==> config.mk <==
export PLATFORM = sky130hd
export DESIGN_NAME = sram_sequencer
export DESIGN_NICKNAME = d
export VERILOG_FILES = /design/src/hdl/sram_geom_pkg.sv /design/src/hdl/sram_cmd_pkg.sv /design/src/hdl/sram_sequencer.sv
export SDC_FILE = /design/constraint.sdc
export NUM_CORES = 1
export LEC_CHECK = 0
export ABC_AREA = 1
export BUFFER_PORTS_ARGS = -buffer_cell sky130_fd_sc_hd__buf_2
export CAP_MARGIN = 20
export CORE_AREA = 4 4 174 176
export CTS_BUF_LIST = sky130_fd_sc_hd__clkbuf_4 sky130_fd_sc_hd__clkbuf_8
export DETAILED_ROUTE_END_ITERATION = 10
export DIE_AREA = 0 0 178 180
export HOLD_SLACK_MARGIN = 0.03
export PLACE_DENSITY_LB_ADDON = 0.08
export SLEW_MARGIN = 20
export SYNTH_ARGS = -nofsm -noshare
export SYNTH_HDL_FRONTEND = slang
export SYNTH_SLANG_ARGS = --single-unit
==> constraint.sdc <==
create_clock -name clk -period 4.1 [get_ports clk]
set_input_delay 0 -clock clk [delete_from_list [all_inputs] [get_ports clk]]
set_output_delay 0 -clock clk [all_outputs]
set_load 0.05 [all_outputs]
==> src/hdl/sram_geom_pkg.sv <==
/*
 * SRAM geometry for the test chip: shared port widths and the
 * depth and word width of each of the four dual-port macros
 */
package sram_geom_pkg;

   // Shared port widths
   localparam int ADDR_SIZE  = 10;
   localparam int DATA_SIZE  = 32;
   localparam int WMASK_SIZE = 4;
   localparam int NUM_SRAMS  = 4;

   // Per-macro word counts
   localparam int SRAM_DEPTH0 = 256;
   localparam int SRAM_DEPTH1 = 256;
   localparam int SRAM_DEPTH2 = 512;
   localparam int SRAM_DEPTH3 = 1024;

   // Per-macro word widths, macro 0 is byte wide
   localparam int SRAM_WIDTH0 = 8;
   localparam int SRAM_WIDTH1 = 32;
   localparam int SRAM_WIDTH2 = 32;
   localparam int SRAM_WIDTH3 = 32;

   // Index lookups for generate loops
   function automatic int sram_depth(input int idx);
      case (idx)
         0:       return SRAM_DEPTH0;
         1:       return SRAM_DEPTH1;
         2:       return SRAM_DEPTH2;
         default: return SRAM_DEPTH3;
      endcase
   endfunction

   function automatic int sram_width(input int idx);
      case (idx)
         0:       return SRAM_WIDTH0;
         1:       return SRAM_WIDTH1;
         2:       return SRAM_WIDTH2;
         default: return SRAM_WIDTH3;
      endcase
   endfunction

endpackage

==> src/hdl/sram_cmd_pkg.sv <==
/*
 * Command packet format: opcodes, field offsets of the serial
 * command word and the width of the captured result
 */
package sram_cmd_pkg;

   import sram_geom_pkg::*;

   typedef enum logic [1:0] {
      OP_NOP   = 2'b00,
      OP_WRITE = 2'b01,
      OP_READ  = 2'b10
   } sram_op_e;

   localparam int OP_BITS  = 2;
   localparam int SEL_BITS = $clog2(NUM_SRAMS);

   // Field offsets, built up from the LSB
   // MSB first: opcode, select, addr0, din0, wmask0, addr1
   localparam int ADDR1_LSB  = 0;
   localparam int WMASK0_LSB = ADDR1_LSB + ADDR_SIZE;
   localparam int DIN0_LSB   = WMASK0_LSB + WMASK_SIZE;
   localparam int ADDR0_LSB  = DIN0_LSB + DATA_SIZE;
   localparam int SEL_LSB    = ADDR0_LSB + ADDR_SIZE;
   localparam int OP_LSB     = SEL_LSB + SEL_BITS;

   // 60 bits with the geometry above
   localparam int CMD_WIDTH = OP_LSB + OP_BITS;

   // Port-0 word sits above the port-1 word
   localparam int RESULT_WIDTH = 2 * DATA_SIZE;

   // Shift counter must hold RESULT_WIDTH itself
   localparam int RESULT_CNT_W = $clog2(RESULT_WIDTH + 1);

endpackage

==> src/hdl/sram_sequencer.sv <==
/*
 * SRAM sequencer: decodes a command, runs one access on the selected
 * macro and forwards both read words to the result unloader
 */
`timescale 1ns/1ps

module sram_sequencer (
   input  logic                                  clk,
   input  logic                                  resetn,
   input  logic                                  cmd_req_i,
   input  logic [sram_cmd_pkg::CMD_WIDTH-1:0]    cmd_i,
   input  logic                                  cap_ack_i,
   input  logic [sram_geom_pkg::NUM_SRAMS-1:0][sram_geom_pkg::DATA_SIZE-1:0] sram_dout0_i,
   input  logic [sram_geom_pkg::NUM_SRAMS-1:0][sram_geom_pkg::DATA_SIZE-1:0] sram_dout1_i,
   output logic                                  cmd_ack_o,
   output logic [sram_geom_pkg::ADDR_SIZE-1:0]   addr0_o,
   output logic [sram_geom_pkg::DATA_SIZE-1:0]   din0_o,
   output logic                                  web0_o,
   output logic [sram_geom_pkg::WMASK_SIZE-1:0]  wmask0_o,
   output logic [sram_geom_pkg::ADDR_SIZE-1:0]   addr1_o,
   output logic [sram_geom_pkg::NUM_SRAMS-1:0]   csb0_o,
   output logic [sram_geom_pkg::NUM_SRAMS-1:0]   csb1_o,
   output logic                                  cap_req_o,
   output logic [sram_cmd_pkg::RESULT_WIDTH-1:0] cap_data_o
);

   import sram_geom_pkg::*;
   import sram_cmd_pkg::*;

   typedef enum logic [2:0] {
      IDLE,
      ACCESS,
      WAIT_DATA,
      SEND,
      RELEASE
   } seq_state_e;

   seq_state_e           state_q;
   logic [CMD_WIDTH-1:0] cmd_q;
   sram_op_e             req_op;
   sram_op_e             op;
   logic [SEL_BITS-1:0]  sel;
   logic [NUM_SRAMS-1:0] sel_dec;
   logic                 access;

   assign req_op  = sram_op_e'(cmd_i[OP_LSB +: OP_BITS]);
   assign op      = sram_op_e'(cmd_q[OP_LSB +: OP_BITS]);
   assign sel     = cmd_q[SEL_LSB +: SEL_BITS];
   assign sel_dec = NUM_SRAMS'(1) << sel;
   assign access  = (state_q == ACCESS);

   always_ff @(posedge clk) begin
      if (!resetn) begin
         state_q <= IDLE;
      end else begin
         case (state_q)
            IDLE: begin
               if (cmd_req_i) begin
                  // NOP and unused codes skip the macros
                  if (req_op inside {OP_WRITE, OP_READ}) begin
                     state_q <= ACCESS;
                  end else begin
                     state_q <= RELEASE;
                  end
               end
            end
            ACCESS:    state_q <= WAIT_DATA;
            WAIT_DATA: state_q <= SEND;
            SEND: begin
               if (cap_ack_i) begin
                  state_q <= RELEASE;
               end
            end
            RELEASE: begin
               if (!cap_ack_i && !cmd_req_i) begin
                  state_q <= IDLE;
               end
            end
            default: state_q <= IDLE;
         endcase
      end
   end

   always_ff @(posedge clk) begin
      if (state_q == IDLE && cmd_req_i) begin
         cmd_q <= cmd_i;
      end
      // Macro outputs are valid one cycle after the chip select
      if (state_q == WAIT_DATA) begin
         cap_data_o <= {sram_dout0_i[sel], sram_dout1_i[sel]};
      end
   end

   // Ack held until the result is handed on, so a full unloader stalls the loader
   assign cmd_ack_o = (state_q != IDLE);
   assign cap_req_o = (state_q == SEND);

   // Shared buses come straight from the held command
   assign addr0_o  = cmd_q[ADDR0_LSB +: ADDR_SIZE];
   assign din0_o   = cmd_q[DIN0_LSB +: DATA_SIZE];
   assign wmask0_o = cmd_q[WMASK0_LSB +: WMASK_SIZE];
   assign addr1_o  = cmd_q[ADDR1_LSB +: ADDR_SIZE];

   assign csb0_o = access ? ~sel_dec : '1;
   assign csb1_o = access ? ~sel_dec : '1;
   assign web0_o = !(access && op == OP_WRITE);

   a_one_csb0: assert property (@(posedge clk) disable iff (!resetn)
      $onehot0(~csb0_o));

   a_web_with_cs: assert property (@(posedge clk) disable iff (!resetn)
      !web0_o |-> !(&csb0_o));

endmodule

==> metrics.txt <==
Avg Inst Size Synth=11.8 um2; CP Max Fanout=39; Die Span Y=180 um; register area share after synthesis=60.8%; TritonCTS clock tree=done; CTS sink cnt=127; maximum VDD drop=0.201 mV; Comb pwr share=47.0%; Yosys top cell by area=edfxtp_1; Pre-Repair DR Iteration Count=6; fin crit share=74.7%; insertion delay to the later sink of the worst-skew pair=440 ps; Starting Density=21.7%; Leakage=4.76 nW; Reg clk slew, reported paths=100 ps; Period minus WS final=3060 ps; RSZ-0062 raised after global routing=false; Primary FF master, synth=edfxtp_1; antenna violations before repair=6; Worst Setup Slack, final=1040 ps; HPWL after DPL=19500 um; WP data required=4400 ps; Longest Clk Path Bufs=2; number of distinct library cells after synthesis=15; GP Congestion=0.763; synthesized area=0.00622 mm2; Setup Fix Bufs, Post-CTS=0; Peak Freq=326 MHz; Synth warnings=0; largest net degree at the start of global routing=58; GRT Overall Usage=15.4%; share of cells above drive strength 1=48.2%; FF+latch count, synth=127; die width=178 um; switching power share of the total=43.0%; worst hold path type=primary input to flop; Setup WS pre-CTS=2030 ps; top-count cell post-synth=nand2_1; Post-synth EDFFs=124; buffers added on ports=450; Remaining Overflow, GRT=0; DRT iter0 DRCs=245; DRT antenna net count=0; DRC=0; die area=0.0320 mm2; fill cell total of the finished layout=2952; Worst EP arrival=3360 ps; power density cells=531 mW/mm2; Total Neg Setup Slack=0 ps; P_sw=2.47 mW; Total Routed Length=25800 um; syn nets=848; CTS buffer count=17; vias in the first global route=6726; Clock power frac=19.5%; nets=1440; Vias/cell=4.11; final hold vios=0; type of the worst setup path=flop to flop; first-pass GRT wire length=37700 um; clock root buffer=clkbuf_8; Area contributors post-synth=edfxtp_1, a22oi_2, nand2_1; DR WL/cell=17.0 um; measured slew at the worst slew-check pin=1030 ps; sequential power share=33.5%; Max-Cap Viols=0; outcome=finished clean; post-synth top area share=59.9%; fin. max-slew vios=0; # H-tree levels=4; CP startpoint kind=flop; crit path capture type=flop; area grow syn2layout=74.0%; clk_skew=23.7 ps; number of instances in the placed design=1282; core area=0.0286 mm2; top cells by count, synth=nand2_1, edfxtp_1, nand3_1; Cell Rows=62; final setup fails=0; Post-Layout Cell Count=1519; Pint=3.27 mW; synthesized instance count=528; # IOs=451; ys async rst share=0%; post-cts sizing count=0; via count=6236; final hold slack=260 ps; Slew HR=31.6%
kinds of logic (layout without fill, tap and decap cells):
family / after synthesis / in the layout / synth area share [%]
AND/OR/NAND/NOR: 233 / 233 / 15.6
AO/OA/AOI/OAI: 65 / 65 / 11.8
flip-flops: 127 / 127 / 60.8
other: 0 / 2 / 0
buffers and inverters: 103 / 708 / 11.8
cells in the final DEF (no fill, tap or decap), types with 5 or more instances in the layout:
cell type	count
dlygate4sd3_1	203
nand2_1	150
clkbuf_8	17
a22oi_1	15
buf_4	6
inv_1	12
nor2_1	6
nand3_1	71
inv_6	5
buf_2	450
edfxtp_1	124
a22oi_2	49
critical path: stages (launching register included):
cell and delay [ps]:
edfxtp_1 490, inv_2 70, nor2_4 700, buf_12 330
a22oi_2 80, dlygate4sd3_1 570, nand3_1 60, dlygate4sd3_1 550
layout make-up:
class	instances	area, um2	share of cell area (%)
clock inverters	14	151	1.40
clock buffers	18	241	2.23
inverters	15	56.3	0.520
flip-flops and latches	127	3780	35.0
well taps	384	480	4.44
diodes	2	5.00	0.0463
repair buffers	661	4370	40.4
multi-input cells	298	1730	16.0
metrics by stage:
stage / cell area (um2) / total power [mW] / utilization (%)
6_report: 10800 / 5.74 / 37.8
5_1_grt: 10800 / 6.09 / 37.8
4_1_cts: 10800 / 5.86 / 37.8
3_5_place_dp: 8390 / 4.26 / 29.3
3_3_place_gp: 8390 / 4.28 / 29.3
2_1_floorplan: 6220 / 3.79 / -
power groups by stage:
stage                     logic, mW  clock network (mW)  registers (mW)
after global placement         2.32                   0            1.96
after floorplan                1.45                   0            2.33
after CTS                      2.74                1.19            1.93
after detailed placement       2.30                   0            1.96
after global routing           2.90                1.23            1.96
final                          2.70                1.12            1.93
repair_timing:
action	4_1_cts	5_1_grt
hold buffers	203	0
setup endpoints to repair	0	0
endpoints found under the hold margin	130	0
path summary, 6_finish.rpt:
kind,startpoint,endpoint,slack [ps],cells past startpoint
max,cmd_q[56],cap_data_o[5],1040,7
max reg2reg,cmd_q[56],cap_data_o[5],1040,7
min reg2reg,state_q[0],state_q[1],590,2
min,cmd_i[48],cmd_q[48],260,2
per-layer routing:
| metal | up-vias | part of all wire, % | track usage (%) |
|---|---|---|---|
| met5 | - | 0.27 | 0 |
| met4 | 8 | 1.4 | 3.93 |
| met3 | 24 | 9.7 | 5.95 |
| met2 | 302 | 53 | 29.5 |
| met1 | 2893 | 36 | 15.4 |
| li1 | 3009 | - | - |
sequential cells by signal (all words and copies together), names as in the netlist:
name        cells
cmd_q          60
state_q         3
cap_data_o     64
(Power assumes the default switching activity.)
