`src/hdl/sram_geom_pkg.sv`:
```
/*
 * SRAM geometry for the test chip: shared port widths and the
 * depth and word width of each of the four dual-port macros
 */
package sram_geom_pkg;

   // Shared port widths
   localparam int ADDR_SIZE  = 10;
   localparam int DATA_SIZE  = 32;
   localparam int WMASK_SIZE = 4;
   localparam int NUM_SRAMS  = 4;

   // Per-macro word counts
   localparam int SRAM_DEPTH0 = 256;
   localparam int SRAM_DEPTH1 = 256;
   localparam int SRAM_DEPTH2 = 512;
   localparam int SRAM_DEPTH3 = 1024;

   // Per-macro word widths, macro 0 is byte wide
   localparam int SRAM_WIDTH0 = 8;
   localparam int SRAM_WIDTH1 = 32;
   localparam int SRAM_WIDTH2 = 32;
   localparam int SRAM_WIDTH3 = 32;

   // Index lookups for generate loops
   function automatic int sram_depth(input int idx);
      case (idx)
         0:       return SRAM_DEPTH0;
         1:       return SRAM_DEPTH1;
         2:       return SRAM_DEPTH2;
         default: return SRAM_DEPTH3;
      endcase
   endfunction

   function automatic int sram_width(input int idx);
      case (idx)
         0:       return SRAM_WIDTH0;
         1:       return SRAM_WIDTH1;
         2:       return SRAM_WIDTH2;
         default: return SRAM_WIDTH3;
      endcase
   endfunction

endpackage

```
`src/hdl/sram_cmd_pkg.sv`:
```
/*
 * Command packet format: opcodes, field offsets of the serial
 * command word and the width of the captured result
 */
package sram_cmd_pkg;

   import sram_geom_pkg::*;

   typedef enum logic [1:0] {
      OP_NOP   = 2'b00,
      OP_WRITE = 2'b01,
      OP_READ  = 2'b10
   } sram_op_e;

   localparam int OP_BITS  = 2;
   localparam int SEL_BITS = $clog2(NUM_SRAMS);

   // Field offsets, built up from the LSB
   // MSB first: opcode, select, addr0, din0, wmask0, addr1
   localparam int ADDR1_LSB  = 0;
   localparam int WMASK0_LSB = ADDR1_LSB + ADDR_SIZE;
   localparam int DIN0_LSB   = WMASK0_LSB + WMASK_SIZE;
   localparam int ADDR0_LSB  = DIN0_LSB + DATA_SIZE;
   localparam int SEL_LSB    = ADDR0_LSB + ADDR_SIZE;
   localparam int OP_LSB     = SEL_LSB + SEL_BITS;

   // 60 bits with the geometry above
   localparam int CMD_WIDTH = OP_LSB + OP_BITS;

   // Port-0 word sits above the port-1 word
   localparam int RESULT_WIDTH = 2 * DATA_SIZE;

   // Shift counter must hold RESULT_WIDTH itself
   localparam int RESULT_CNT_W = $clog2(RESULT_WIDTH + 1);

endpackage

```
`src/hdl/result_unloader.sv`:
```
/*
 * Result unloader: takes one 64-bit result from the sequencer and
 * shifts it out serially, MSB first
 */
`timescale 1ns/1ps

module result_unloader (
   input  logic                                  clk,
   input  logic                                  resetn,
   input  logic                                  cap_req_i,
   input  logic [sram_cmd_pkg::RESULT_WIDTH-1:0] cap_data_i,
   input  logic                                  unload_en_i,
   output logic                                  cap_ack_o,
   output logic                                  scan_out_o,
   output logic                                  done_o
);

   import sram_cmd_pkg::*;

   logic [RESULT_WIDTH-1:0] shift_q;
   logic [RESULT_CNT_W-1:0] count_q;
   logic                    capture;

   // Only an empty unloader answers a new request
   assign capture = cap_req_i && !cap_ack_o && !done_o;

   always_ff @(posedge clk) begin
      if (!resetn) begin
         cap_ack_o <= 1'b0;
         done_o    <= 1'b0;
         count_q   <= '0;
         shift_q   <= '0;
      end else if (capture) begin
         cap_ack_o <= 1'b1;
         done_o    <= 1'b1;
         count_q   <= RESULT_CNT_W'(RESULT_WIDTH);
         shift_q   <= cap_data_i;
      end else begin
         if (!cap_req_i) begin
            cap_ack_o <= 1'b0;
         end
         if (done_o && unload_en_i) begin
            shift_q <= shift_q << 1;
            count_q <= count_q - 1'b1;
            // Last bit gone, ready for the next result
            if (count_q == RESULT_CNT_W'(1)) begin
               done_o <= 1'b0;
            end
         end
      end
   end

   assign scan_out_o = shift_q[RESULT_WIDTH-1];

   // Sequencer holds its result while the request is open
   a_cap_stable: assert property (@(posedge clk) disable iff (!resetn)
      cap_req_i |=> !cap_req_i || $stable(cap_data_i));

endmodule

```
`config.mk`:
```
export PLATFORM = sky130hd
export DESIGN_NAME = result_unloader
export DESIGN_NICKNAME = d
export VERILOG_FILES = /design/src/hdl/sram_geom_pkg.sv /design/src/hdl/sram_cmd_pkg.sv /design/src/hdl/result_unloader.sv
export SDC_FILE = /design/constraint.sdc
export NUM_CORES = 1
export LEC_CHECK = 0
export BUFFER_PORTS_ARGS = -buffer_cell sky130_fd_sc_hd__buf_4
export CAP_MARGIN = 20
export CORE_MARGIN = 2
export CORE_UTILIZATION = 44
export DETAILED_ROUTE_END_ITERATION = 16
export PLACE_DENSITY = 0.67
export SLEW_MARGIN = 20
export SYNTH_ARGS = -nofsm -noshare
export SYNTH_HDL_FRONTEND = slang
export SYNTH_SLANG_ARGS = --single-unit
```
`constraint.sdc`:
```
create_clock -name clk -period 1.52 [get_ports clk]
set_input_delay 0.456 -clock clk [delete_from_list [all_inputs] [get_ports clk]]
set_output_delay 0.456 -clock clk [all_outputs]
set_load 0.01 [all_outputs]
```
==> out/metrics.cfg, run 1 <==
[run_status]
status=completed

[synth]
syn_area_mm2=0.00318
ys_types=32
ys_warn_count=0
synth-seq-cells=73
syn_nets=410
synth.avg_cell_area_um2=9.34
syn_inst=340
seq_area_frac_synth_pct=46.0

[pwr]
intPower_mw=3.35
power_frac_seq_pct=47.2
leakage_nw=1.50
switching_share_pct=25.2
power.switching_mw=1.12
powerDensity_mw_per_mm2=1110
pwr-share-clk_pct=38.3
total_power_mw=4.47
peakVddDrop_uv=615
combinationalPowerShare_pct=14.5

[sta]
min_period_over_period_pct=93.8
setup_violations=0
holdWs_ps=359
layout_min_cycle_time_ps=1430
finalHoldViolCount=0
rsz0062_at_grt=no
fin_worst_skew_ps=8.54
final_max_slew_viol_count=0
max_freq_mhz=701
worst_pin_slew_ps=498
slew_headroom_pct=66.5

[die]
row_count=30
ioPinCount=71
die_area_mm2=0.00792
die_w_um=89.0
core-area_mm2=0.00691
start_util_pct=46.0
die_h_um=89.0

[drt]
wl_met3_um=537
drt_iter0_drc=227
wl_met1_um=3570
viasPerCell=5.65
ant_nets=0
dr.pass1.iters=5
routed_wl_um=7490
vias=2836
met2_length_um=3300
post-route-drc-count=0
avgRoutedWirePerCell_um=14.9
highest_layer=met4

[worst_setup_path]
critical_path.max_fanout=3
critPathMostFrequentCell=buf_4
critPathKind=flop to output port
end_kind=output port
cpMaxStageDelayCell=dfxtp_1
crit_buf_inv=2
cp-start-kind=flop
cp.arrival_ps=970
crit_chain=buf_4, buf_4
cp_top_family=flip-flops
required_ps=1060
crit_path_max_incr_delay_ps=380

[final_layout]
antenna_cells=0
nets=471
layout-drive-gt1-share_pct=26.4
layout_commonest_cell=buf_4
most-common-layout-cells=buf_4, dfxtp_1, nand3_1
fill_cells=648
stdcell_count=502
areaGrowthSynthToFinish_pct=26.9

[global_routing]
grt_first_pass_wirelength_um=12100
grt_max_degree=35
grt_pass1_vias=2586
overflow=0
grt_antenna_before_repair=0
grt_usage_pct=19.3

[cts]
htreeDepth=3
cts_inserted_buffers=9
clk_pin_slew_ps=80
root_buffer=clkbuf_8
cts_tree=built
cts_setup_buffers=0
cts.path.max_buffers=2
clk_latency_ps=340
cts_sinks=73

[flow_run]
maxCapViolCount=0

[placement]
gp_congestion=0.727
dp_hpwl_um=4820
placed_cells=486
portBuffers=70

[min_path]
hp-class=primary input to flop

-- stage by stage --
| stage | utilization, % | cell area [um2] | setup slack (ps) | TNS, ps |
|---|---|---|---|---|
| floorplan | - | 3180 | 99.0 | 0 |
| CTS | 58.3 | 4030 | 81.6 | 0 |
| global placement | 55.0 | 3800 | -65.4 | -2240 |
| global route | 58.4 | 4030 | 5.67 | 0 |
| finish | 58.4 | 4030 | 93.6 | 0 |
| detailed placement | 55.0 | 3800 | -94.6 | -4360 |
-- power by group through the flow --
stage,clock (mW),combinational (mW),sequential [mW]
global placement,0,0.639,2.15
CTS,1.74,0.651,2.11
detailed placement,0,0.650,2.15
floorplan,0,0.400,2.14
finish,1.71,0.648,2.11
global route,1.83,0.719,2.13
-- kinds of logic after synthesis --
kind of cell | synth area share, %
AO/OA/AOI/OAI | 32.0
adder cells (fa/ha/maj) | 0.788
multiplexers | 0.315
XOR/XNOR | 0.551
buffers and inverters | 6.70
flip-flops | 46.0
AND/OR/NAND/NOR | 13.6
-- worst register-to-register path: stages (launching register included) --
cell and delay [ps]:
dfxtp_1 340, or3b_2 540, buf_4 230, nand3_1 100, a21boi_0 90
-- repair_timing --
action	in CTS	in global routing
gates resized for setup	0	1
hold endpoints to repair	0	0
hold buffers	0	0
setup endpoints to repair	0	2
-- routing by layer --
metal  track usage [%]  up-vias
li1                  -     1401
met1              27.9     1333
met2              28.6       92
met3              4.71       10
met4              6.24        0
met5                 0        -
-- final cells by class --
type	count	area (um2)	share of cell area [%]
multi-input cells	226	1510	37.5
inverters	4	15.0	0.373
well taps	96	120	2.98
clock buffers	10	138	3.42
repair buffers	87	694	17.2
clock inverters	6	90.1	2.24
flip-flops and latches	73	1460	36.3
-- final timing paths --
check	to	depth (start not counted)	slack [ps]	start
max	cap_ack_o	2	90	cap_ack_o$_SDFFE_PN0P_
min	cap_ack_o$_SDFFE_PN0P_	3	360	cap_req_i
max reg2reg	shift_q[53]$_SDFFE_PN0P_	4	100	done_o$_SDFFE_PN0P_
min reg2reg	shift_q[60]$_SDFFE_PN0P_	2	470	shift_q[60]$_SDFFE_PN0P_
-- state kept, by name, summed over array words and instances (netlist names) --
name / flops
count_q: 7
cap_ack_o: 1
shift_q: 64
done_o: 1
-- synthesized netlist by cell type --
cell       n  area (um2)
clkbuf_1  13        48.8
a22oi_1   63         473
nand3b_1   1        7.51
mux2i_1    1        10.0
nor2_1     3        11.3
or3b_1     1        8.76
nand2_1    4        15.0
o21ai_0    2        10.0
buf_2     11        55.1
and2_1     1        6.26
a41oi_1    1        8.76
xnor2_1    1        8.76
nor3b_1    2        15.0
a21oi_1    3        15.0
dfxtp_1   73        1460
nand3_1   66         330
o31ai_1    1        7.51
buf_4      4        30.0
a211oi_1   1        7.51
or3_1      2        12.5
buf_6      4        45.0
a21boi_1  35         263
nor4_1     2        12.5
a21boi_0  29         218
ha_1       2        25.0
nor2b_1    1        6.26
inv_1      4        15.0
a31oi_1    1        6.26
xor2_1     1        8.76
buf_1      5        18.8
or4_1      1        7.51
o31a_1     1        8.76
Note: power is estimated with default switching activity, not from simulation.
==> inputs of run 2 (changes only) <==
- CTS_BUF_LIST: default -> sky130_fd_sc_hd__clkbuf_4
==> out/metrics.cfg, run 2 (synthesis gave the netlist of run 1 again) <==
[final_layout]
nets=471
most-common-layout-cells=buf_4, dfxtp_1, nand3_1
layout_commonest_cell=buf_4
stdcell_area_mm2=0.00397
reg.largest.list=shift_q: 64 flops, count_q: 7 flops
fill_cells=653
regMostFlops=shift_q
layout-drive-gt1-share_pct=26.6
areaGrowthSynthToFinish_pct=25.0
largest_register_ff_count=64
antenna_cells=0

[sta]
setup_ws_ps=50.5
fin_worst_skew_ps=10.6
final_max_slew_viol_count=0
max_freq_mhz=680
min_period_over_period_pct=96.7
slew_headroom_pct=67.4
finalHoldViolCount=0
layout_min_cycle_time_ps=1470
setup_violations=0
worst_pin_slew_ps=485
rsz0062_at_grt=no

[placement]
place_area_mm2=0.00380
portBuffers=70
dp_slack_ps=-94.6
dp_hpwl_um=4820
gp_congestion=0.727

[worst_setup_path]
cp-start-kind=flop
ff2ff_setup_slack_ps=110
critPathKind=flop to output port
required_ps=1060
end_kind=output port
cp.arrival_ps=1010
critical_path.max_fanout=4

[pwr]
powerDensity_mw_per_mm2=1040
power_frac_seq_pct=51.2
combinationalPowerShare_pct=15.7
intPower_mw=3.04
switching_share_pct=26.3
leakage_nw=1.47
total_power_mw=4.13
power.switching_mw=1.09
pwr-share-clk_pct=33.0
peakVddDrop_uv=515

[min_path]
hp-class=primary input to flop

[cts]
clk_latency_ps=400
clk_pin_slew_ps=120
cts_tree=built
cts_setup_buffers=0
cts_inserted_buffers=9
htreeDepth=3
cts.path.max_buffers=2
cts_sinks=73
root_buffer=clkbuf_4

[drt]
post-route-drc-count=0
drt_iter0_drc=192
vias=2835
ant_nets=0
viasPerCell=5.65
routed_wl_um=7470
avgRoutedWirePerCell_um=14.9
dr.pass1.iters=4

[die]
die_w_um=89.0
row_count=30
start_util_pct=46.0
die_area_mm2=0.00792
ioPinCount=71
core-area_mm2=0.00691
die_h_um=89.0

[global_routing]
grt_pass1_vias=2624
grt_usage_pct=19.2
overflow=0
grt_max_degree=35
grt_first_pass_wirelength_um=12000
grt_antenna_before_repair=0

[flow_run]
maxCapViolCount=0

[run_status]
status=completed

run 2: what timing repair did:
| item | 4_1_cts | 5_1_grt |
|---|---|---|
| gates resized for setup | 2 | 2 |
| hold buffers | 0 | 0 |
| setup endpoints to repair | 2 | 2 |
run 2: layer usage:
layer  up-vias  part of all wire (%)  GRT usage [%]
li1       1399                     -              -
met2        89                    44           28.8
met3         7                   6.7           3.23
met4         0                   1.3           8.96
met1      1340                    48           27.2
met5         -                     0              0
run 2: worst max-delay path: stages, from the launching register on:
cell	delay (ps)
dfxtp_2	350
buf_4	130
buf_4	130
run 2: through the flow:
step | hold slack (ps) | setup TNS [ps] | utilization (%) | cells
CTS | 255 | 0 | 57.4 | 502
global route | 273 | 0 | 57.5 | 502
floorplan | 446 | 0 | - | 340
global placement | 451 | -2240 | 55.0 | 486
finish | 283 | 0 | 57.5 | 502
detailed placement | 459 | -4360 | 55.0 | 486
run 2: path summary, 6_finish.rpt:
path | start | to | cells after the start
min reg2reg | shift_q[63]$_SDFFE_PN0P_ | shift_q[63]$_SDFFE_PN0P_ | 2
max reg2reg | done_o$_SDFFE_PN0P_ | shift_q[44]$_SDFFE_PN0P_ | 4
min | cap_req_i | cap_ack_o$_SDFFE_PN0P_ | 3
max | done_o$_SDFFE_PN0P_ | done_o | 2
run 2: area by class of cell:
cell class                 count  area (um2)  area share [%]
multi-input combinational    226        1510            38.1
sequential                    73        1460            36.9
timing repair buffer          87         698            17.6
tap                           96         120            3.03
clock inverter                 7        93.8            2.36
clock buffer                   9        67.6            1.70
inverter                       4        15.0           0.378
run 2: power groups by stage:
stage	clock (mW)	sequential, mW	combinational, mW
3_5_place_dp	0	2.15	0.650
4_1_cts	1.40	2.11	0.651
6_report	1.36	2.11	0.650
2_1_floorplan	0	2.14	0.400
3_3_place_gp	0	2.15	0.639
5_1_grt	1.47	2.13	0.720
