## config.mk

```make
export PLATFORM = sky130hd
export DESIGN_NAME = scan_loader
export DESIGN_NICKNAME = d
export VERILOG_FILES = /design/src/hdl/sram_geom_pkg.sv /design/src/hdl/sram_cmd_pkg.sv /design/src/hdl/scan_loader.sv
export SDC_FILE = /design/constraint.sdc
export NUM_CORES = 1
export LEC_CHECK = 0
export ABC_CLOCK_PERIOD_IN_PS = 5400
export BUFFER_PORTS_ARGS = -buffer_cell sky130_fd_sc_hd__buf_2
export CAP_MARGIN = 20
export CORE_MARGIN = 3
export CORE_UTILIZATION = 55
export CTS_BUF_LIST = sky130_fd_sc_hd__clkbuf_4 sky130_fd_sc_hd__clkbuf_8
export DETAILED_ROUTE_END_ITERATION = 7
export GPL_TIMING_DRIVEN = 0
export PLACE_DENSITY = 0.79
export SYNTH_ARGS = -nofsm -noshare
export SYNTH_HDL_FRONTEND = slang
export SYNTH_SLANG_ARGS = --single-unit
export TNS_END_PERCENT = 50
```

## constraint.sdc

```tcl
create_clock -name clk -period 5.4 [get_ports clk]
set_input_delay 1.62 -clock clk [delete_from_list [all_inputs] [get_ports clk]]
set_output_delay 1.62 -clock clk [all_outputs]
set_load 0.02 [all_outputs]
```

## src/hdl/sram_geom_pkg.sv

```systemverilog
/*
 * SRAM geometry for the test chip: shared port widths and the
 * depth and word width of each of the four dual-port macros
 */
package sram_geom_pkg;

   // Shared port widths
   localparam int ADDR_SIZE  = 10;
   localparam int DATA_SIZE  = 32;
   localparam int WMASK_SIZE = 4;
   localparam int NUM_SRAMS  = 4;

   // Per-macro word counts
   localparam int SRAM_DEPTH0 = 256;
   localparam int SRAM_DEPTH1 = 256;
   localparam int SRAM_DEPTH2 = 512;
   localparam int SRAM_DEPTH3 = 1024;

   // Per-macro word widths, macro 0 is byte wide
   localparam int SRAM_WIDTH0 = 8;
   localparam int SRAM_WIDTH1 = 32;
   localparam int SRAM_WIDTH2 = 32;
   localparam int SRAM_WIDTH3 = 32;

   // Index lookups for generate loops
   function automatic int sram_depth(input int idx);
      case (idx)
         0:       return SRAM_DEPTH0;
         1:       return SRAM_DEPTH1;
         2:       return SRAM_DEPTH2;
         default: return SRAM_DEPTH3;
      endcase
   endfunction

   function automatic int sram_width(input int idx);
      case (idx)
         0:       return SRAM_WIDTH0;
         1:       return SRAM_WIDTH1;
         2:       return SRAM_WIDTH2;
         default: return SRAM_WIDTH3;
      endcase
   endfunction

endpackage

```

## src/hdl/sram_cmd_pkg.sv

```systemverilog
/*
 * Command packet format: opcodes, field offsets of the serial
 * command word and the width of the captured result
 */
package sram_cmd_pkg;

   import sram_geom_pkg::*;

   typedef enum logic [1:0] {
      OP_NOP   = 2'b00,
      OP_WRITE = 2'b01,
      OP_READ  = 2'b10
   } sram_op_e;

   localparam int OP_BITS  = 2;
   localparam int SEL_BITS = $clog2(NUM_SRAMS);

   // Field offsets, built up from the LSB
   // MSB first: opcode, select, addr0, din0, wmask0, addr1
   localparam int ADDR1_LSB  = 0;
   localparam int WMASK0_LSB = ADDR1_LSB + ADDR_SIZE;
   localparam int DIN0_LSB   = WMASK0_LSB + WMASK_SIZE;
   localparam int ADDR0_LSB  = DIN0_LSB + DATA_SIZE;
   localparam int SEL_LSB    = ADDR0_LSB + ADDR_SIZE;
   localparam int OP_LSB     = SEL_LSB + SEL_BITS;

   // 60 bits with the geometry above
   localparam int CMD_WIDTH = OP_LSB + OP_BITS;

   // Port-0 word sits above the port-1 word
   localparam int RESULT_WIDTH = 2 * DATA_SIZE;

   // Shift counter must hold RESULT_WIDTH itself
   localparam int RESULT_CNT_W = $clog2(RESULT_WIDTH + 1);

endpackage

```

## src/hdl/scan_loader.sv

```systemverilog
/*
 * Scan loader: shifts command packets in serially and hands each
 * one to the sequencer over a four-phase req/ack handshake
 */
`timescale 1ns/1ps

module scan_loader (
   input  logic                               clk,
   input  logic                               resetn,
   input  logic                               scan_in_i,
   input  logic                               scan_en_i,
   input  logic                               load_i,
   input  logic                               cmd_ack_i,
   output logic                               cmd_req_o,
   output logic [sram_cmd_pkg::CMD_WIDTH-1:0] cmd_o,
   output logic                               busy_o
);

   import sram_cmd_pkg::*;

   typedef enum logic [1:0] {
      LD_IDLE,
      LD_REQ,
      LD_DROP
   } ld_state_e;

   ld_state_e            state_q;
   logic [CMD_WIDTH-1:0] shift_q;
   logic                 accept;

   // New packets only taken between handshakes
   assign accept = (state_q == LD_IDLE) && load_i;

   // Serial capture, MSB first
   always_ff @(posedge clk) begin
      if (scan_en_i) begin
         shift_q <= {shift_q[CMD_WIDTH-2:0], scan_in_i};
      end
   end

   // Hold copy lets the next packet be scanned during a handshake
   always_ff @(posedge clk) begin
      if (accept) begin
         cmd_o <= shift_q;
      end
   end

   always_ff @(posedge clk) begin
      if (!resetn) begin
         state_q <= LD_IDLE;
      end else begin
         case (state_q)
            LD_IDLE: begin
               if (accept) begin
                  state_q <= LD_REQ;
               end
            end
            LD_REQ: begin
               if (cmd_ack_i) begin
                  state_q <= LD_DROP;
               end
            end
            LD_DROP: begin
               // Wait for the sequencer to release ack
               if (!cmd_ack_i) begin
                  state_q <= LD_IDLE;
               end
            end
            default: state_q <= LD_IDLE;
         endcase
      end
   end

   assign cmd_req_o = (state_q == LD_REQ);
   assign busy_o    = (state_q != LD_IDLE);

   a_cmd_stable: assert property (@(posedge clk) disable iff (!resetn)
      cmd_req_o |=> !cmd_req_o || $stable(cmd_o));

   // Sequencer may only answer an open request
   a_ack_needs_req: assert property (@(posedge clk) disable iff (!resetn)
      $rose(cmd_ack_i) |-> $past(cmd_req_o));

endmodule

```

==> summary.txt, run 1 <==
STA
  • Final period util: 0.521
  • Final setup margin: 2590 ps
  • Final hold vios: 0
  • F_max: 0.355 GHz
  • Pins Over Slew Limit: 0
  • Slew headroom: 0.582
  • Unrepaired setup endpoints after global routing: no
  • Worst Tran Pin Value: 626 ps
  • Final setup vio count: 0
  • Hold slack: 423 ps
  • Tmin final: 2810 ps
  • Skew final: 6.65 ps

Setup path
  • R2R depth: 4
  • Max incr delay on CP: 340 ps
  • CP max stage cell: dfxtp_1
  • Worst Path Required: 3780 ps
  • RR Startpoint: state_q[1]
  • Worst Path Max Fanout: 4
  • Crit start category: flop
  • Critical path arrival: 1190 ps
  • Worst Setup End Kind: output port
  • Worst r2r dst: cmd_o[43]
  • Setup slack, reg-to-reg: 3600 ps
  • Critical path class: flop to output port
  • Critical path cell sequence: or2_1, buf_2

Clock network
  • Clock Pin Slew Worst Setup and Hold Paths: 70 ps
  • # resized after CTS: 0
  • Clock Tree Buf Depth: 2
  • Worst-skew pair later-pin latency: 400 ps
  • CTS tree: done
  • Post-CTS Setup Inserts: 0
  • Num CTS Buffers: 17
  • Hold buffer count at CTS: 0
  • H-tree Lvls: 4
  • Sinks on Clock Net: 122
  • Root Buffer: clkbuf_8

Power and ir drop
  • Sw power: 436 uW
  • Int Pwr: 1700 uW
  • Switching share of power: 0.204
  • Reg power frac: 0.530
  • Combinational Power Share: 0.053
  • Peak VDD IR: 0.336 mV
  • Pwr/cell area: 459 nW/um^2
  • Clock power frac: 0.417
  • Pleak: 0.00173 uW

Placed design
  • GP Congestion: 0.649
  • Worst slack, placed: 2390 ps
  • Post-DP HPWL: 3120 um
  • Port-buffer cells: 67

Route
  • Routed Antenna Nets: 0
  • Via Count: 1536
  • Routed wire length: 5140 um
  • First DRT Iteration DRCs: 105
  • DRT Pass-1 Iters: 4
  • DRC: 0
  • Avg Vias per Cell: 4.95
  • Avg WL per Cell: 16.6 um

Yosys
  • Post-synthesis sequential area ratio: 0.986
  • Complex-gate fraction of the synthesized area: 0.00271
  • Syn Nets: 137
  • Synth Cell Area: 3700 sq um
  • Seq cells post-synth: 122
  • Simple-gate share of the synthesized area: 0.00711
  • Main combinational cell family by area after synthesis: simple AND/OR/NAND/NOR gates
  • Number of distinct library cells after synthesis: 9
  • Syn avg cell area: 28.2 sq um
  • Post-Synth Adder-Cell Area: 0
  • Multiplexer share of the synthesized area: 0
  • Post-Synth XOR/XNOR Area: 0.00237
  • Syn. warnings: 0
  • Cells after synthesis: 131

Floorplan
  • Core Region: 6420 sq um
  • Die width: 88.0 um
  • Initial core utilization: 0.575
  • Num ports: 68
  • Die area: 7740 sq um
  • Chip height: 88.0 um
  • Cell row count: 29

GRT
  • First-pass GRT wire length: 7980 um
  • GRT Total Usage: 0.150
  • Grt total ovfl: 0
  • Initial antenna violation count: 0
  • Largest net degree at the start of global routing: 34
  • Vias in the first global route: 1575

Final layout
  • Final Core Density: 0.726
  • Final net count: 226
  • Share of layout cells above drive strength 1: 0.438
  • Synth-to-Final Area Change: 26.1%
  • Reg area: 3640 sq um
  • Multi-input logic area: 52.6 sq um
  • ANT cells: 0
  • FILL cells: 367

Min path
  • Hold_sp: shift_q[59]
  • Hold depth: 0
  • WHS Endpoint: cmd_o[59]
  • Worst hold path type: flop to flop

Flow run
  • Maxcap violations: 0

Status
  • Status: complete, no violations
## final cells by class
type                    count  share of cell area
inverters                   2             0.00161
flip-flops and latches    122               0.782
repair buffers             70              0.0881
clock inverters            13              0.0430
clock buffers              19              0.0534
multi-input cells           7              0.0113
well taps                  77              0.0207
## metrics by stage
stage / setup TNS (ps) / power, uW / cells / instance area [sq um]
after detailed placement: 0 / 1270 / 278 / 4210
final: 0 / 2140 / 310 / 4660
after global placement: -15970 / 1260 / 275 / 4130
after CTS: 0 / 2160 / 310 / 4660
after global routing: 0 / 2220 / 310 / 4660
after floorplan: 0 / 1210 / 131 / 3700
## worst max-delay path by stage
stage,start,to,slack (ps),cells past startpoint
CTS,state_q[0],busy_o,2560,2
global placement,load_i,cmd_o[53],-270,3
detailed placement,load_i,cmd_o[55],2390,5
floorplan,load_i,cmd_o[0],770,2
finish,state_q[1],busy_o,2590,2
global route,state_q[1],busy_o,2530,2
## kinds of logic after synthesis
family	Yosys count
buf+inv	2
compound gates	1
xor+xnor	1
flops	122
simple gates	5
## registers in the layout, summed over array words and instances, names as in the netlist
register / cells
cmd_o: 60
shift_q: 60
state_q: 2
## power groups by stage
stage	Sequential (uW)	Clock [uW]	Combinational, uW
2_1_floorplan	1190	0	16.6
3_3_place_gp	1150	0	102
3_5_place_dp	1150	0	116
4_1_cts	1130	910	116
5_1_grt	1140	954	123
6_report	1130	891	114
## critical path, delay by kind of cell, from the launching register on
kind                   cells  cell delay, ps
buffers and inverters      1             170
flip-flops                 1             340
AND/OR/NAND/NOR            1             280
## cells in the final DEF (no fill, tap or decap)
cell type,count
a2111oi_1,1
and3_1,1
buf_12,1
buf_16,2
buf_2,67
bufinv_16,5
clkbuf_4,2
clkbuf_8,17
clkinv_1,1
clkinv_2,3
clkinv_4,1
clkinvlp_4,3
dfxtp_1,2
edfxtp_1,120
inv_1,2
nor2_1,1
nor2_4,1
nor2b_1,1
or2_1,1
xor2_1,1
## metal layers
metal,global-route usage,share of wire,vias to the layer above
met5,0,0,-
met4,0.0753,0.014,0
met3,0.0715,0.084,8
met2,0.225,0.49,58
met1,0.183,0.41,762
li1,-,-,708
## synth_stat cells, drive strengths merged
cell type,count,area share
inv,2,0.0020
xor2,1,0.0024
dfxtp,2,0.011
a2111oi,1,0.0027
nor2b,1,0.0017
and3,1,0.0017
nor2,2,0.0020
edfxtp,120,0.97
or2,1,0.0017
No activity file was read; power rests on OpenSTA's default activity.
==> inputs of run 2 (changes only) <==
--- a/config.mk
+++ b/config.mk
@@ -5,7 +5,7 @@
 export SDC_FILE = /design/constraint.sdc
 export NUM_CORES = 1
 export LEC_CHECK = 0
-export ABC_CLOCK_PERIOD_IN_PS = 5400
+export ABC_CLOCK_PERIOD_IN_PS = 2710
 export BUFFER_PORTS_ARGS = -buffer_cell sky130_fd_sc_hd__buf_2
 export CAP_MARGIN = 20
 export CORE_MARGIN = 3
==> constraint.sdc (replaced) <==
create_clock -name clk -period 2.71 [get_ports clk]
set_input_delay 0.813 -clock clk [delete_from_list [all_inputs] [get_ports clk]]
set_output_delay 0.813 -clock clk [all_outputs]
set_load 0.02 [all_outputs]
==> run 2 against run 1 <==
  * Sequential share of layout area is 1.3 points higher
  * Sequential power is 100% higher
  * Clock-buffer cell count is 2 lower
  * Die area stayed put
  * First-iteration DRC count is 7.6% lower
  * Register-to-register slack worse by 2800 ps
  * Non-clock buffer count is 1 lower
  * Clock skew is 1.3 ps higher
  * Cell area is 1.6% lower
  * Total power is 91% higher
  * Combinational power is 89% higher
  * Hold slack better by 8.0 ps
  * Critical path type unchanged
==> summary.txt, run 2 (same netlist as run 1, synthesis figures left out) <==
Clock network
  • Root Buffer: clkbuf_8
  • Num CTS Buffers: 17 (unchanged)
  • Clock Pin Slew Worst Setup and Hold Paths: 70 ps (about the same)
  • Clock Tree Buf Depth: 2 (unchanged)
  • Sinks on Clock Net: 122 (unchanged)
  • Post-CTS Setup Inserts: 0 (unchanged)
  • Worst-skew pair later-pin latency: 410 ps (about the same)
  • H-tree Lvls: 4 (unchanged)
  • Hold buffer count at CTS: 0 (unchanged)
  • # resized after CTS: 0 (unchanged)
  • CTS tree: done

Final layout
  • Final std cells w/o fill: 309 (-0.32%)
  • FILL cells: 380 (+3.5%)
  • Most common cell after layout, fill and taps aside: edfxtp_1
  • Final net count: 225 (-0.44%)
  • Top Registers: cmd_o x60, shift_q x60, state_q x2
  • Commonest non-fill, non-tap cells in the layout: edfxtp_1 (120), buf_2 (67), clkbuf_8 (17)
  • Share of layout cells above drive strength 1: 0.435 (-0.00242)
  • ANT cells: 0 (unchanged)
  • Synth-to-Final Area Change: 24.1%

Floorplan
  • Cell row count: 29 (unchanged)
  • Chip height: 88.0 um (unchanged)
  • Die width: 88.0 um (unchanged)
  • Die area: 7740 sq um (unchanged)
  • Core Region: 6420 sq um (unchanged)
  • Num ports: 68 (unchanged)
  • Initial core utilization: 0.575 (unchanged)

Route
  • Via Count: 1564 (+1.8%)
  • Routed wire length: 5240 um (+1.8%)
  • Avg Vias per Cell: 5.06 (+2.2%)
  • First DRT Iteration DRCs: 97 (-7.6%)
  • DRC: 0 (unchanged)
  • Avg WL per Cell: 16.9 um (+2.1%)
  • DRT Pass-1 Iters: 4 (unchanged)
  • Routed Antenna Nets: 0 (unchanged)

Setup path
  • Critical path class: flop to output port
  • Worst Setup End Kind: output port
  • RR Startpoint: state_q[1]
  • Worst Path Required: 1900 ps (-1880 ps)
  • Setup slack, reg-to-reg: 840 ps (-2760 ps)
  • Worst r2r dst: cmd_o[7]
  • Crit start category: flop
  • Worst Path Max Fanout: 4 (unchanged)
  • Critical path arrival: 1210 ps (+20 ps)
  • R2R depth: 3 (-1)

Placed design
  • Post-DP HPWL: 3000 um (-3.7%)
  • Placed Cells incl. Taps: 277 (-0.36%)
  • Port-buffer cells: 67 (unchanged)
  • GP Congestion: 0.639 (-1.6%)
  • Worst slack, placed: 448 ps (-1950 ps)

Power and ir drop
  • Switching share of power: 0.220 (+0.0166)
  • Int Pwr: 3180 uW (+87%)
  • Pleak: 0.00169 uW (-2.5%)
  • Combinational Power Share: 0.053 (about the same)
  • Peak VDD IR: 0.644 mV (+92%)
  • Clock power frac: 0.393 (-0.024)
  • Reg power frac: 0.554 (+0.024)
  • Sw power: 899 uW (+110%)
  • Pwr/cell area: 890 nW/um^2 (+94%)

GRT
  • GRT Total Usage: 0.151 (+0.00153)
  • First-pass GRT wire length: 8060 um (+0.95%)
  • Largest net degree at the start of global routing: 34 (unchanged)
  • Grt total ovfl: 0 (unchanged)
  • Initial antenna violation count: 0 (unchanged)
  • Vias in the first global route: 1614 (+2.5%)

STA
  • Unrepaired setup endpoints after global routing: no
  • Slew headroom: 0.456 (-0.126)
  • F_max: 0.495 GHz
  • Pins Over Slew Limit: 0 (unchanged)
  • Final setup vio count: 0 (unchanged)
  • Tmin final: 2020 ps
  • Final hold vios: 0 (unchanged)
  • Final period util: 0.746
  • Skew final: 7.94 ps (+1.30 ps)
  • Sum Neg Setup Slack: 0 ps (unchanged)
  • Final setup margin: 688 ps (-1900 ps)
  • Worst Tran Pin Value: 813 ps (+187 ps)

Min path
  • Hold_sp: shift_q[59]
  • WHS Endpoint: cmd_o[59]
  • Hold depth: 0 (unchanged)
  • Worst hold path type: flop to flop

Flow run
  • Maxcap violations: 0 (unchanged)

Status
  • Status: complete, no violations
run 2: worst max path at each step:
stage          startpoint        end  slack, ps  cells after the start
3_5_place_dp       load_i  cmd_o[10]        450                      4
4_1_cts        state_q[1]     busy_o        650                      2
2_1_floorplan      load_i   cmd_o[0]        540                      2
6_report       state_q[1]     busy_o        690                      2
3_3_place_gp       load_i  cmd_o[40]        130                      3
5_1_grt        state_q[1]     busy_o        610                      2
run 2: power by group through the flow:
stage	sequential [uW]	clock [uW]	combinational, uW
global route	2270	1740	231
detailed placement	2300	0	220
CTS	2260	1650	219
floorplan	2370	0	35.4
finish	2260	1610	215
global placement	2300	0	206
run 2: layout make-up:
class                   count  area, sq um  share of cell area
clock buffers              17          234              0.0510
clock inverters            15          176              0.0385
inverters                   2         7.51             0.00164
multi-input cells           7         52.6              0.0115
flip-flops and latches    122         3640               0.795
well taps                  77         96.3              0.0210
repair buffers             69          375              0.0819
run 2: per-stage QoR:
stage	cell area (sq um)	power (uW)	hold WS (ps)	util
CTS	4590	4130	438	0.714
detailed placement	4180	2520	419	0.650
finish	4590	4080	431	0.714
global route	4590	4240	438	0.714
floorplan	3700	2400	400	-
global placement	4140	2500	402	0.644
run 2: layer usage:
metal / track usage / vias to the layer above / share of wire
li1: - / 704 / -
met1: 0.188 / 792 / 0.44
met4: 0.0669 / 0 / 0.0036
met5: 0 / - / 0
met3: 0.0913 / 2 / 0.088
met2: 0.214 / 66 / 0.47
run 2: critical path, stage by stage, from the launching register on:
cell and delay [ps]:
dfxtp_1 340, or2_1 280, buf_2 180
